## config.mk

```make
export PLATFORM = sky130hd
export DESIGN_NAME = vma
export DESIGN_NICKNAME = d
export VERILOG_FILES = /design/src/kl10TypesPkg.sv /design/src/memRefPkg.sv /design/src/vma.sv
export SDC_FILE = /design/constraint.sdc
export NUM_CORES = 1
export LEC_CHECK = 0
export ABC_AREA = 1
export BUFFER_PORTS_ARGS = -buffer_cell sky130_fd_sc_hd__buf_2
export CAP_MARGIN = 20
export CORE_AREA = 4 4 55 57
export CTS_CLUSTER_DIAMETER = 100
export DETAILED_ROUTE_END_ITERATION = 16
export DIE_AREA = 0 0 59 61
export PLACE_DENSITY = 0.76
export SLEW_MARGIN = 25
export SYNTH_ARGS = -nofsm -noshare
export SYNTH_HDL_FRONTEND = slang
export SYNTH_SLANG_ARGS = --single-unit
```

## constraint.sdc

```tcl
create_clock -name eboxClk -period 0.8 [get_ports eboxClk]
set_clock_uncertainty 0.1 [all_clocks]
set_input_delay 0 -clock eboxClk [delete_from_list [all_inputs] [get_ports eboxClk]]
set_output_delay 0 -clock eboxClk [all_outputs]
set_load 0.01 [all_outputs]
```

## src/kl10TypesPkg.sv

```systemverilog
`default_nettype none

package kl10TypesPkg;

  // Machine word, big-endian numbering.
  typedef logic [0:35] tWord;

  // Virtual address as the EBOX sees it.
  typedef logic [13:35] tVirtAdr;

  // Physical address sent to the memory box.
  typedef logic [14:35] tPhysAdr;

  // Page index, virtual address bits 18 to 26.
  typedef logic [18:26] tPageNum;

  // Physical page, top of the physical address.
  typedef logic [14:26] tPhysPage;

  // One page map entry.
  typedef struct packed {
    logic     accessible;
    logic     public;
    logic     writable;
    logic     cacheable;
    tPhysPage physPage;
  } tPageEntry;

  // Map size, one entry per virtual page.
  localparam int pageCount = 512;

  // Highest fast-memory address.
  localparam int acLimit = 'o17;

endpackage

`default_nettype wire

```

## src/memRefPkg.sv

```systemverilog
`default_nettype none

package memRefPkg;

  // Reference strobe from the microcode side.
  typedef struct packed {
    logic                 valid;
    logic                 read;
    logic                 write;
    logic                 user;
    logic                 paged;
    kl10TypesPkg::tVirtAdr virtAdr;
  } tMemRefCmd;

  // Address held and classified by the VMA.
  typedef struct packed {
    logic                 valid;
    logic                 read;
    logic                 write;
    logic                 user;
    logic                 paged;
    logic                 acRef;
    kl10TypesPkg::tVirtAdr virtAdr;
  } tVmaState;

  // Registered pager result.
  typedef struct packed {
    logic                   valid;
    logic                   present;
    kl10TypesPkg::tPageEntry entry;
  } tPageLookup;

  // Page-fail reasons.
  typedef enum logic [2:0] {
    pfNone,
    pfNoAccess,
    pfNotPublic,
    pfWriteProtect,
    pfUnmapped
  } tPageFailCode;

endpackage

`default_nettype wire

```

## src/vma.sv

```systemverilog
`timescale 1ns/1ps
`default_nettype none

module vma (
  input  wire                 eboxClk,
  input  wire                 rstN,
  input  memRefPkg::tMemRefCmd memRef,
  output memRefPkg::tVmaState  vmaOut
);

  import kl10TypesPkg::*;

  logic    validQ;
  logic    readQ;
  logic    writeQ;
  logic    userQ;
  logic    pagedQ;
  logic    acRefQ;
  tVirtAdr virtAdrQ;

  logic    acClass;

  // Section bits clear and offset within the AC block.
  always_comb begin
    acClass = (memRef.virtAdr[13:17] == 5'b0) &&
              (memRef.virtAdr[18:35] <= 18'(acLimit));
  end

  always_ff @(posedge eboxClk) begin
    if (!rstN) begin
      validQ <= 1'b0;
    end else begin
      validQ <= memRef.valid;
    end
  end

  // Address and flags hold until the next strobe.
  always_ff @(posedge eboxClk) begin
    if (memRef.valid) begin
      readQ    <= memRef.read;
      writeQ   <= memRef.write;
      userQ    <= memRef.user;
      pagedQ   <= memRef.paged;
      acRefQ   <= acClass;
      virtAdrQ <= memRef.virtAdr;
    end
  end

  always_comb begin
    vmaOut.valid   = validQ;
    vmaOut.read    = readQ;
    vmaOut.write   = writeQ;
    vmaOut.user    = userQ;
    vmaOut.paged   = pagedQ;
    vmaOut.acRef   = acRefQ;
    vmaOut.virtAdr = virtAdrQ;
  end

endmodule

`default_nettype wire

```

==> flow_summary.yaml <==
status:
  status: "finished with violations"
  violations: "hold timing, setup timing"
setup_path:
  path_class: "flop to primary output"
  slowest_stage: "edfxtp_1"
  critPathLaunchType: "flop"
  required_ps: 700
  crit_chain: "buf_2"
  arrival_ps: 850
  critPathCaptureType: "primary output"
  critical-path-top-delay-family: "flip-flops"
  cp_max_fo: 1
  critPathBufInv: 1
  cp-startpoint: "virtAdrQ[19]$_DFFE_PP_"
  max_stage_delay_ps: 380
global_route:
  grt_max_degree: 30
  grt_usage_pct: 14.1
  overflow: 0
  grt_pass1_vias: 823
  antenna_found_initial: 0
  grt_pass1_wl_microns: 3550
yosys:
  synthTopCellsByArea: "edfxtp_1, buf_4, nor2_1"
  synth.yosys.seq_area_share_pct: 87.4
  netlist_area_sq_um: 985
  synth_cells: 52
  ys.flop_type: "edfxtp_1"
  ys_top_cells_by_count: "edfxtp_1, nor2_1, buf_4, nand2_1"
  yosys_register_bits: 29
  syn_nets: 82
  synth_top_area_share_pct: 85.4
  avgSynthCellArea_sq_um: 18.9
  yosysMostFrequentCell: "edfxtp_1"
  postSynth.asyncResetShare_pct: 0
  synth_top_cell_by_area: "edfxtp_1"
  synth_edf_count: 28
  yosysWarnings: 0
  synth_cell_types: 8
timing:
  timing_hold_violations_final: 2
  max_freq_ghz: 1.05
  rsz0062_at_grt: "yes"
  slew_violations: 0
  finalCritPeriodShare_pct: 119
  slew-limit-headroom_pct: 89.2
  min_period_ps: 949
  holdWs_ps: -190
  tightest_slew_ps: 162
  setup_ws_ps: -149
  finalSetupViolCount: 30
run:
  maxCapViolCount: 0
floorplan:
  die_area_sq_mm: 0.00360
  io-pin-count: 59
  die_height_microns: 61
  core_area_sq_mm: 0.00248
  die_width_microns: 59
  rows: 18
  start_util_pct: 39.7
clock_tree:
  htree_num_levels: 2
  cts_buffer_depth: 2
  clock_tree.root_cell: "clkbuf_4"
  cts_tree: "built"
  path_clk_slew_ps: 80
  numCtsBuffers: 5
  clkSinkCount: 29
  post-cts-setup-buffer-count: 0
power_and_ir_drop:
  power_leakage_nw: 0.702
  powerDensity_mw_per_mm2: 1880
  p_sw_mw: 0.679
  power_mw: 3.03
  swShare_pct: 22.4
  clkPwrFrac_pct: 26.3
  p_comb_share_pct: 13.8
  p_int_mw: 2.35
  ir_drop_mv: 1.38
  seqPwrFrac_pct: 59.9
finish:
  multi_input_area_sq_um: 75.1
  diodes: 0
  syn_to_final_growth_pct: 63.9
  drive_gt1_share_pct: 48.2
  finalNonFillerCells: 171
  fillers: 197
  stdcell_area_sq_mm: 0.00161
  nNetsFinal: 170
  finish.utilization_pct: 65.2
  seq_area_sq_um: 861
routing:
  ant_nets: 0
  wl_per_cell_microns: 13.5
  drt-initial-drc-count: 19
  wl_microns: 2300
  drcViolationCount: 0
  num_vias: 756
  viasPerCell: 4.42
  first_pass_iters: 3
placed_design:
  portBuffers: 58
  dp_cells: 135
  dpl_cell_area_sq_mm: 0.00129
  place_congestion: 0.664
min_path:
  hold_path.startpoint: "memRef[6]"
  hold_class: "input pin to flop"
==> logic make-up after synthesis <==
kind of cell / after synthesis / share of synthesized area [%]
AND/OR/NAND/NOR: 16 / 7.62
buffers and inverters: 7 / 4.95
flip-flops: 29 / 87.4
==> sequential cells by signal (all words and copies together) (netlist names) <==
register  cells
pagedQ        1
virtAdrQ     23
acRefQ        1
writeQ        1
validQ        1
readQ         1
userQ         1
==> power groups by stage <==
stage	registers, mW	clock network, mW	logic, mW
final	1.82	0.797	0.419
after global routing	1.83	0.952	0.454
after CTS	1.82	0.847	0.422
after detailed placement	1.85	0	0.318
after global placement	1.85	0	0.309
after floorplan	1.91	0	0.0557
==> through the flow <==
stage	worst slack, ps	TNS, ps	hold slack [ps]
3_3_place_gp	77.5	0	79.1
2_1_floorplan	224	0	-6.55
5_1_grt	-211	-5460	-204
4_1_cts	-178	-4430	-16.4
3_5_place_dp	11.8	0	79.3
6_report	-149	-3680	-190
==> path summary, 6_finish.rpt <==
kind | to | depth (start not counted)
worst max-delay path | vmaOut[19] | 1
worst min-delay path | virtAdrQ[6]$_DFFE_PP_ | 1
==> repair_timing <==
action                                 in CTS  in global routing
gates resized for setup                     0                  1
hold buffers                               28                  1
setup endpoints to repair                  29                 30
endpoints found under the hold margin      29                  4
pin swaps                                   0                  1
==> layout by cell type, fill, tap and decap left out, drive strengths merged <==
cell type,count
buf,60
edfxtp,28
dlygate4sd3,27
nor2,10
clkbuf,6
nand2,4
clkinv,2
nand4,1
nor3,1
inv,1
dfxtp,1
==> routing by layer <==
| layer | track usage, % | up-vias | share of wire, % |
|---|---|---|---|
| met1 | 13.2 | 350 | 36 |
| met5 | 0 | - | 0 |
| met4 | 6.80 | 0 | 1.4 |
| met2 | 26.0 | 43 | 52 |
| li1 | - | 359 | - |
| met3 | 6.38 | 4 | 9.8 |
==> cell type report <==
cell class	instances	area share, %
timing repair buffer	87	36.3
inverter	1	0.233
tap	30	2.33
clock inverter	2	0.620
multi-input combinational	16	4.65
clock buffer	6	2.56
sequential	29	53.3
No activity file was read; power rests on OpenSTA's default activity.
