## src/kl10TypesPkg.sv

```systemverilog
`default_nettype none

package kl10TypesPkg;

  // Machine word, big-endian numbering.
  typedef logic [0:35] tWord;

  // Virtual address as the EBOX sees it.
  typedef logic [13:35] tVirtAdr;

  // Physical address sent to the memory box.
  typedef logic [14:35] tPhysAdr;

  // Page index, virtual address bits 18 to 26.
  typedef logic [18:26] tPageNum;

  // Physical page, top of the physical address.
  typedef logic [14:26] tPhysPage;

  // One page map entry.
  typedef struct packed {
    logic     accessible;
    logic     public;
    logic     writable;
    logic     cacheable;
    tPhysPage physPage;
  } tPageEntry;

  // Map size, one entry per virtual page.
  localparam int pageCount = 512;

  // Highest fast-memory address.
  localparam int acLimit = 'o17;

endpackage

`default_nettype wire

```

## src/memRefPkg.sv

```systemverilog
`default_nettype none

package memRefPkg;

  // Reference strobe from the microcode side.
  typedef struct packed {
    logic                 valid;
    logic                 read;
    logic                 write;
    logic                 user;
    logic                 paged;
    kl10TypesPkg::tVirtAdr virtAdr;
  } tMemRefCmd;

  // Address held and classified by the VMA.
  typedef struct packed {
    logic                 valid;
    logic                 read;
    logic                 write;
    logic                 user;
    logic                 paged;
    logic                 acRef;
    kl10TypesPkg::tVirtAdr virtAdr;
  } tVmaState;

  // Registered pager result.
  typedef struct packed {
    logic                   valid;
    logic                   present;
    kl10TypesPkg::tPageEntry entry;
  } tPageLookup;

  // Page-fail reasons.
  typedef enum logic [2:0] {
    pfNone,
    pfNoAccess,
    pfNotPublic,
    pfWriteProtect,
    pfUnmapped
  } tPageFailCode;

endpackage

`default_nettype wire

```

## src/mcl.sv

```systemverilog
`timescale 1ns/1ps
`default_nettype none

module mcl (
  input  wire                       eboxClk,
  input  wire                       rstN,
  input  memRefPkg::tVmaState        vmaIn,
  input  memRefPkg::tPageLookup      lookupIn,
  input  logic                      mboxRespIn,
  output logic                      vmaACRef,
  output logic                      pageFail,
  output memRefPkg::tPageFailCode    pageFailCode,
  output logic                      eboxReq,
  output logic                      eboxRead,
  output logic                      eboxWrite,
  output logic                      eboxCache,
  output kl10TypesPkg::tPhysAdr      physAdr,
  output logic                      busy
);

  import kl10TypesPkg::*;
  import memRefPkg::*;

  typedef enum logic {
    sIdle,
    sReq
  } tMclState;

  tMclState     state;
  tPageEntry    entry;
  logic         launch;
  logic         takeAc;
  logic         takeReq;
  tPageFailCode failNext;
  tPhysAdr      nextAdr;
  logic         nextCache;

  assign entry  = lookupIn.entry;
  assign launch = vmaIn.valid && lookupIn.valid;

  // Outcome priority.
  always_comb begin
    takeAc    = 1'b0;
    takeReq   = 1'b0;
    failNext  = pfNone;
    nextAdr   = vmaIn.virtAdr[14:35];
    nextCache = 1'b1;
    if (vmaIn.acRef && (!vmaIn.user || !vmaIn.paged)) begin
      takeAc = 1'b1;
    end else if (!vmaIn.paged) begin
      takeReq = 1'b1;
    end else if (!lookupIn.present) begin
      failNext = pfUnmapped;
    end else if (!entry.accessible) begin
      failNext = pfNoAccess;
    end else if (vmaIn.user && !entry.public) begin
      failNext = pfNotPublic;
    end else if (vmaIn.write && !entry.writable) begin
      failNext = pfWriteProtect;
    end else begin
      takeReq   = 1'b1;
      nextAdr   = {entry.physPage, vmaIn.virtAdr[27:35]};
      nextCache = entry.cacheable;
    end
  end

  always_ff @(posedge eboxClk) begin
    if (!rstN) begin
      state        <= sIdle;
      vmaACRef     <= 1'b0;
      pageFail     <= 1'b0;
      pageFailCode <= pfNone;
      eboxRead     <= 1'b0;
      eboxWrite    <= 1'b0;
      eboxCache    <= 1'b0;
    end else begin
      vmaACRef     <= launch && takeAc;
      pageFail     <= launch && (failNext != pfNone);
      pageFailCode <= launch ? failNext : pfNone;
      case (state)
        sIdle: begin
          if (launch && takeReq) begin
            state     <= sReq;
            eboxRead  <= vmaIn.read;
            eboxWrite <= vmaIn.write;
            eboxCache <= nextCache;
          end
        end
        sReq: begin
          // Held until the memory box answers.
          if (mboxRespIn) begin
            state     <= sIdle;
            eboxRead  <= 1'b0;
            eboxWrite <= 1'b0;
            eboxCache <= 1'b0;
          end
        end
        default: state <= sIdle;
      endcase
    end
  end

  always_ff @(posedge eboxClk) begin
    if (launch && takeReq) begin
      physAdr <= nextAdr;
    end
  end

  assign eboxReq = (state == sReq);

  // Lookup stage through retirement.
  assign busy = vmaIn.valid || lookupIn.valid || vmaACRef || pageFail || eboxReq;

endmodule

`default_nettype wire

```

## config.mk

```make
export PLATFORM = sky130hd
export DESIGN_NAME = mcl
export DESIGN_NICKNAME = d
export VERILOG_FILES = /design/src/kl10TypesPkg.sv /design/src/memRefPkg.sv /design/src/mcl.sv
export SDC_FILE = /design/constraint.sdc
export NUM_CORES = 1
export LEC_CHECK = 0
export ABC_AREA = 1
export BUFFER_PORTS_ARGS = -buffer_cell sky130_fd_sc_hd__buf_2
export CAP_MARGIN = 15
export CORE_UTILIZATION = 40
export CTS_CLUSTER_DIAMETER = 150
export DETAILED_ROUTE_END_ITERATION = 12
export PLACE_DENSITY_LB_ADDON = 0.3
export SETUP_SLACK_MARGIN = 0.02
export SLEW_MARGIN = 20
export SYNTH_ARGS = -nofsm -noshare
export SYNTH_HDL_FRONTEND = slang
export SYNTH_SLANG_ARGS = --single-unit
```

## constraint.sdc

```tcl
create_clock -name eboxClk -period 4.15 [get_ports eboxClk]
set_input_delay 0.83 -clock eboxClk [delete_from_list [all_inputs] [get_ports eboxClk]]
set_output_delay 0.83 -clock eboxClk [all_outputs]
set_load 0.02 [all_outputs]
```

==> results of run 1 <==
-- power groups by stage --
stage	Clock, mW	Combinational, mW	Sequential [mW]
floorplan	0	0.0280	0.371
global placement	0	0.0822	0.355
detailed placement	0	0.0843	0.355
CTS	0.163	0.0846	0.348
global route	0.174	0.0927	0.349
finish	0.154	0.0839	0.348
-- through the flow --
| stage | utilization | setup slack (ns) |
|---|---|---|
| 6_report | 0.583 | 1.88 |
| 5_1_grt | 0.583 | 1.80 |
| 4_1_cts | 0.583 | 1.88 |
| 3_5_place_dp | 0.567 | 1.65 |
| 3_3_place_gp | 0.567 | 1.69 |
| 2_1_floorplan | - | 1.90 |
-- sequential cells by signal, indices dropped and copies added (netlist names) --
register,count
eboxCache,1
physAdr,22
pageFailCode,3
pageFail,1
eboxReq,1
eboxRead,1
vmaACRef,1
eboxWrite,1
-- final cells by class --
cell class                 count  area share
clock buffer                   6      0.0232
clock inverter                 2     0.00422
inverter                      21      0.0443
multi-input combinational     68       0.193
sequential                    31       0.472
tap                           44      0.0309
timing repair buffer          82       0.232
-- worst reg2reg max path, delay by kind of cell, from the launching register on --
| family | cells | cell delay (ns) |
|---|---|---|
| DFF | 1 | 0.37 |
| and+or+nand+nor | 2 | 0.22 |
| AOI/OAI and AO/OA | 1 | 0.13 |
| buffers and inverters | 1 | 0.11 |
-- kinds of logic (layout without fill, tap and decap cells) --
kind of cell           count (synthesis)  count (layout)  synth area share
buffers and inverters                 23             111            0.0788
AOI/OAI and AO/OA                     19              19            0.0953
DFF                                   31              31             0.654
and+or+nand+nor                       49              49             0.172
-- synthesized netlist by cell type (2+ instances only) --
library cell and count:
nand2_1 27, o21ai_2 6, edfxtp_1 22, buf_6 2, a21oi_1 4, dfxtp_1 9, nand3_1 10, inv_1 20
o21ai_1 4, nor2_1 7, o21ai_0 3
-- path summary, 6_finish.rpt --
| path | start | cells past startpoint | slack [ns] | to |
|---|---|---|---|---|
| worst min-delay path | eboxRead | 2 | 0.49 | eboxRead |
| worst max-delay path | lookupIn[18] | 4 | 1.88 | busy |
| worst min register to register | eboxRead | 2 | 0.49 | eboxRead |
| worst max register to register | eboxReq | 4 | 3.25 | eboxCache |
-- layer usage --
metal,part of all wire,GRT usage,wire (um)
met3,0.083,0.0637,223
met4,0.013,0.0714,36
met5,0,0,0
met2,0.51,0.319,1370
met1,0.39,0.160,1050
==> results.yml, run 1 <==
setup_path:
  crit_buf_inv: 2
  worstPathMaxFanout: 4
  worstPathRequired_ns: 3.32
  cpLargestDelayFamily: "simple AND/OR/NAND/NOR gates"
  arrival_ns: 1.44
  path_common_cell: "buf_2"
  slowest_delay_ns: 0.25
  cp-end-kind: "output pin"
  worst_setup_path_start_kind: "input pin"
  crit_chain: "buf_2, nor4_1, nand2_1, buf_2"
  cp_slowest_cell: "nor4_1"
  crit_type: "in2out"
final_layout:
  final_cell_count_no_fill: 254
  synthToLayoutAreaGrowth_pct: 38.4
  register_area_um2: 841
  antenna_cells: 0
  fillCellCount: 282
  final_cell_mix: "buf_2 (81), nand2_1 (27), edfxtp_1 (22)"
  mostFrequentLayoutCell: "buf_2"
  nets: 260
  multi_input_area_um2: 344
  final_cell_area_um2: 1780
  drive_gt1_frac: 0.462
clocking:
  h-tree-depth: 2
  cts_tree: "yes"
  post_cts_buffers: 0
  clock_latency_ns: 0.31
  hold_buffers: 0
  clk_pin_slew_ns: 0.08
  cts_sinks: 31
  root_buffer: "clkbuf_4"
  cts_buffer_depth: 2
  cts_resized: 0
  cts_made_buffers: 5
sta:
  slew_headroom: 0.384
  period_needed_ns: 2.27
  final.setup.tns_ns: 0
  fmax_ghz: 0.441
  slew_viol_final: 0
  rsz0062_at_grt: "no"
  timing.hold.ws_ns: 0.487
  hold_violations: 0
  setup_viol: 0
  skew_ns: 0.000223
  min_period_over_period: 0.547
  max_slew.worst_pin.slew_ns: 0.921
power_and_ir_drop:
  power_leakage_nw: 0.853
  powerDensity_nw_per_um2: 329
  power_mw: 0.586
  clockPowerShare: 0.263
  switchingPower_mw: 0.143
  p_comb_frac: 0.143
  intPower_mw: 0.442
  pwr-share-seq: 0.594
  ir_worst_vdd_uv: 160
  swShare: 0.245
logic_synthesis:
  async_flop_share: 0
  yosysWarningCount: 0
  synth_area_um2: 1290
  syn_area_per_cell_um2: 10.5
  yosysSeqAreaShare: 0.654
  synth_cell_types: 19
  synth_area_leaders: "edfxtp_1 (51%), dfxtp_1 (14%), nand2_1 (7.9%)"
  synth.largest_area_cell: "edfxtp_1"
  synth_top_area_share: 0.514
  synth-edff-count: 22
  syn_nets: 173
  synthFlopType: "edfxtp_1"
  ys_ff_latch: 31
  synth_cells: 122
detailed_routing:
  first_iter_violations: 57
  wl_per_cell_um: 10.5
  first_pass_iters: 6
  drc: 0
  routed_wl_um: 2680
  vias_per_cell: 4.43
  num_vias: 1125
  ant_nets: 0
global_routing:
  first_global_vias: 1058
  grt_pass1_wl_um: 4200
  antenna_found_initial: 0
  grt_use_total: 0.168
  grt_max_degree: 27
  grt_overflow: 0
die:
  dieArea_um2: 3450
  io_pins: 83
  die_x_um: 58.7
  start_util: 0.421
  die_h_um: 58.7
  core_area_um2: 3050
  num_rows: 20
placement:
  placedCellCount: 246
  gp_congestion: 0.789
  portBuffers: 81
  placed_area_um2: 1730
  place_hpwl_um: 2080
hold_path:
  hp-class: "reg2reg"
run:
  drv_cap: 0
outcome:
  status: "complete, no violations"
Note: power is estimated with default switching activity, not from simulation.
==> run 2: changes to the inputs <==
--- a/config.mk
+++ b/config.mk
@@ -5,7 +5,7 @@
 export SDC_FILE = /design/constraint.sdc
 export NUM_CORES = 1
 export LEC_CHECK = 0
-export ABC_AREA = 1
+export ABC_AREA = 0
 export BUFFER_PORTS_ARGS = -buffer_cell sky130_fd_sc_hd__buf_2
 export CAP_MARGIN = 15
 export CORE_UTILIZATION = 40
==> constraint.sdc (replaced) <==
create_clock -name eboxClk -period 2.3 [get_ports eboxClk]
set_input_delay 0.46 -clock eboxClk [delete_from_list [all_inputs] [get_ports eboxClk]]
set_output_delay 0.46 -clock eboxClk [all_outputs]
set_load 0.02 [all_outputs]
==> run 2 against run 1 <==
The flow now finishes with violations (DRC). First-iteration DRC count fell by 49%. Non-clock buffer count rose by 1. Via count fell by 14%. Sequential cell count did not move. Worst hold slack got worse by 0.17 ns. Combinational power rose by 74%. Synthesized area fell by 4.3%. Cell area fell by 2.4%. Final cell count fell by 22%. Sequential power rose by 80%. Sequential share of layout area rose by 1.2 points.
==> results.yml, run 2 <==
logic_synthesis:
  synth.most_common_cell: "edfxtp_1"
  synth_top_area_share: 0.537
  synth_cell_types: 25
  synthFlopType: "edfxtp_1"
  synth-edff-count: 22
  yosysSeqAreaShare: 0.683
  synth_area_um2: 1230
  synth_area_leaders: "edfxtp_1 (54%), dfxtp_1 (15%), mux2_2 (12%)"
  syn_area_per_cell_um2: 15.4
  synthTopCellsByCount: "edfxtp_1 (22), mux2_2 (13), dfxtp_1 (9)"
  ys_ff_latch: 31
  syn_nets: 131
  async_flop_share: 0
  synth.largest_area_cell: "edfxtp_1"
  yosysWarningCount: 0
  synth_cells: 80
sta:
  slew_headroom: 0.663
  period_needed_ns: 1.56
  max_slew.worst_pin.slew_ns: 0.500
  slew_viol_final: 0
  skew_ns: 0.000106
  setup_ws_ns: 0.743
  min_period_over_period: 0.677
  final.setup.tns_ns: 0
  fmax_ghz: 0.642
  hold_violations: 0
  setup_viol: 0
  rsz0062_at_grt: "no"
clocking:
  post_cts_buffers: 0
  h-tree-depth: 2
  clock_latency_ns: 0.31
  cts_sinks: 31
  cts_resized: 0
  cts_made_buffers: 5
  cts_tree: "yes"
  hold_buffers: 0
  cts_buffer_depth: 2
  root_buffer: "clkbuf_4"
  clk_pin_slew_ns: 0.09
setup_path:
  cp-end-kind: "flip-flop"
  worstPathMaxFanout: 13
  arrival_ns: 1.63
  worstPathRequired_ns: 2.37
  worst_setup_path_start_kind: "input pin"
  crit_type: "in2reg"
die:
  core_area_um2: 2830
  die_h_um: 57.5
  num_rows: 19
  start_util: 0.435
  dieArea_um2: 3300
  die_x_um: 57.5
  io_pins: 83
detailed_routing:
  first_pass_iters: 10
  ant_nets: 0
  routed_wl_um: 2450
  vias_per_cell: 4.87
  drc: 7
  top_layer_used: "met4"
  num_vias: 969
  wl_met1_um: 946
  first_iter_violations: 29
  wl_per_cell_um: 12.3
  wl_met2_um: 1210
  wl_met3_um: 276
global_routing:
  grt_overflow: 0
  first_global_vias: 919
  grt_max_degree: 23
  grt_pass1_wl_um: 3830
  grt_use_total: 0.160
  antenna_found_initial: 0
power_and_ir_drop:
  ir_worst_vdd_uv: 273
  power_leakage_nw: 0.794
  powerDensity_nw_per_um2: 602
placement:
  pre_cts_slack_ns: 0.389
  place_hpwl_um: 1900
  portBuffers: 81
  gp_congestion: 0.695
final_layout:
  top_regs: "physAdr: 22 flops, pageFailCode: 3 flops"
  nets: 219
  drive_gt1_frac: 0.631
  largest_reg_flops: 22
  antenna_cells: 0
  synthToLayoutAreaGrowth_pct: 41.2
  largest_register: "physAdr"
  final_cell_mix: "buf_2 (81), edfxtp_1 (22), mux2_2 (13)"
  mostFrequentLayoutCell: "buf_2"
  fillCellCount: 240
outcome:
  status: "complete, but fails checks"
  violations: "DRC"
run:
  drv_cap: 0
hold_path:
  hp-class: "in2reg"
==> run 2: cell types whose count changed after synthesis, moves of 5 or more <==
cell	previous run	this run
nand2_1	27	5
inv_1	20	1
mux2_2	0	13
nand3_1	10	4
o21ai_2	6	0
nor2_1	7	2
==> run 2: stage by stage <==
stage	power, mW	instances	hold WS [ns]	area (um^2)	utilization
finish	1.05	199	0.318	1740	0.614
global route	1.10	199	0.297	1740	0.614
CTS	1.07	199	0.303	1740	0.614
detailed placement	0.789	192	0.470	1690	0.598
global placement	0.785	192	0.462	1690	0.598
floorplan	0.714	80	0.539	1240	-
==> run 2: critical path, cell delays in order <==
cell	delay, ns
buf_2	0.12
nor2b_4	0.13
nand4b_4	0.21
nor2_2	0.13
buf_4	0.22
mux2_2	0.36
==> run 2: final timing paths <==
kind,from,endpoint,slack [ns],cells after the start
worst min-delay path,vmaIn[8],physAdr[8],0.32,1
worst min register to register,eboxWrite,eboxWrite,0.48,2
worst max register to register,eboxReq,eboxCache,1.30,2
worst max-delay path,vmaIn[25],physAdr[14],0.74,6
==> run 2: area by class of cell <==
cell class,instances,area [um^2],share of cell area
Inverter,1,3.75,0.00216
Multi-Input combinational cell,46,388,0.223
Sequential cell,31,841,0.484
Clock buffer,5,37.5,0.0216
Timing Repair Buffer,83,420,0.242
Tap cell,31,38.8,0.0223
Clock inverter,2,8.76,0.00504
==> run 2: kinds of logic after synthesis <==
group                  count (synthesis)  synth area share
flip-flops                            31             0.683
AND/OR/NAND/NOR                       21             0.107
multiplexers                          16             0.143
AO/OA/AOI/OAI                          9            0.0549
buffers and inverters                  3            0.0122
==> run 2: metal layers <==
metal / track usage / vias up
met4: 0.0732 / 0
met1: 0.169 / 433
li1: - / 476
met5: 0 / -
met2: 0.279 / 58
met3: 0.0658 / 2
==> run 2: power by group <==
group | switching [mW] | leakage [nW] | internal, mW
Sequential | 0.00629 | 0.274 | 0.622
Clock | 0.165 | 0.0285 | 0.108
Combinational | 0.0767 | 0.491 | 0.0693
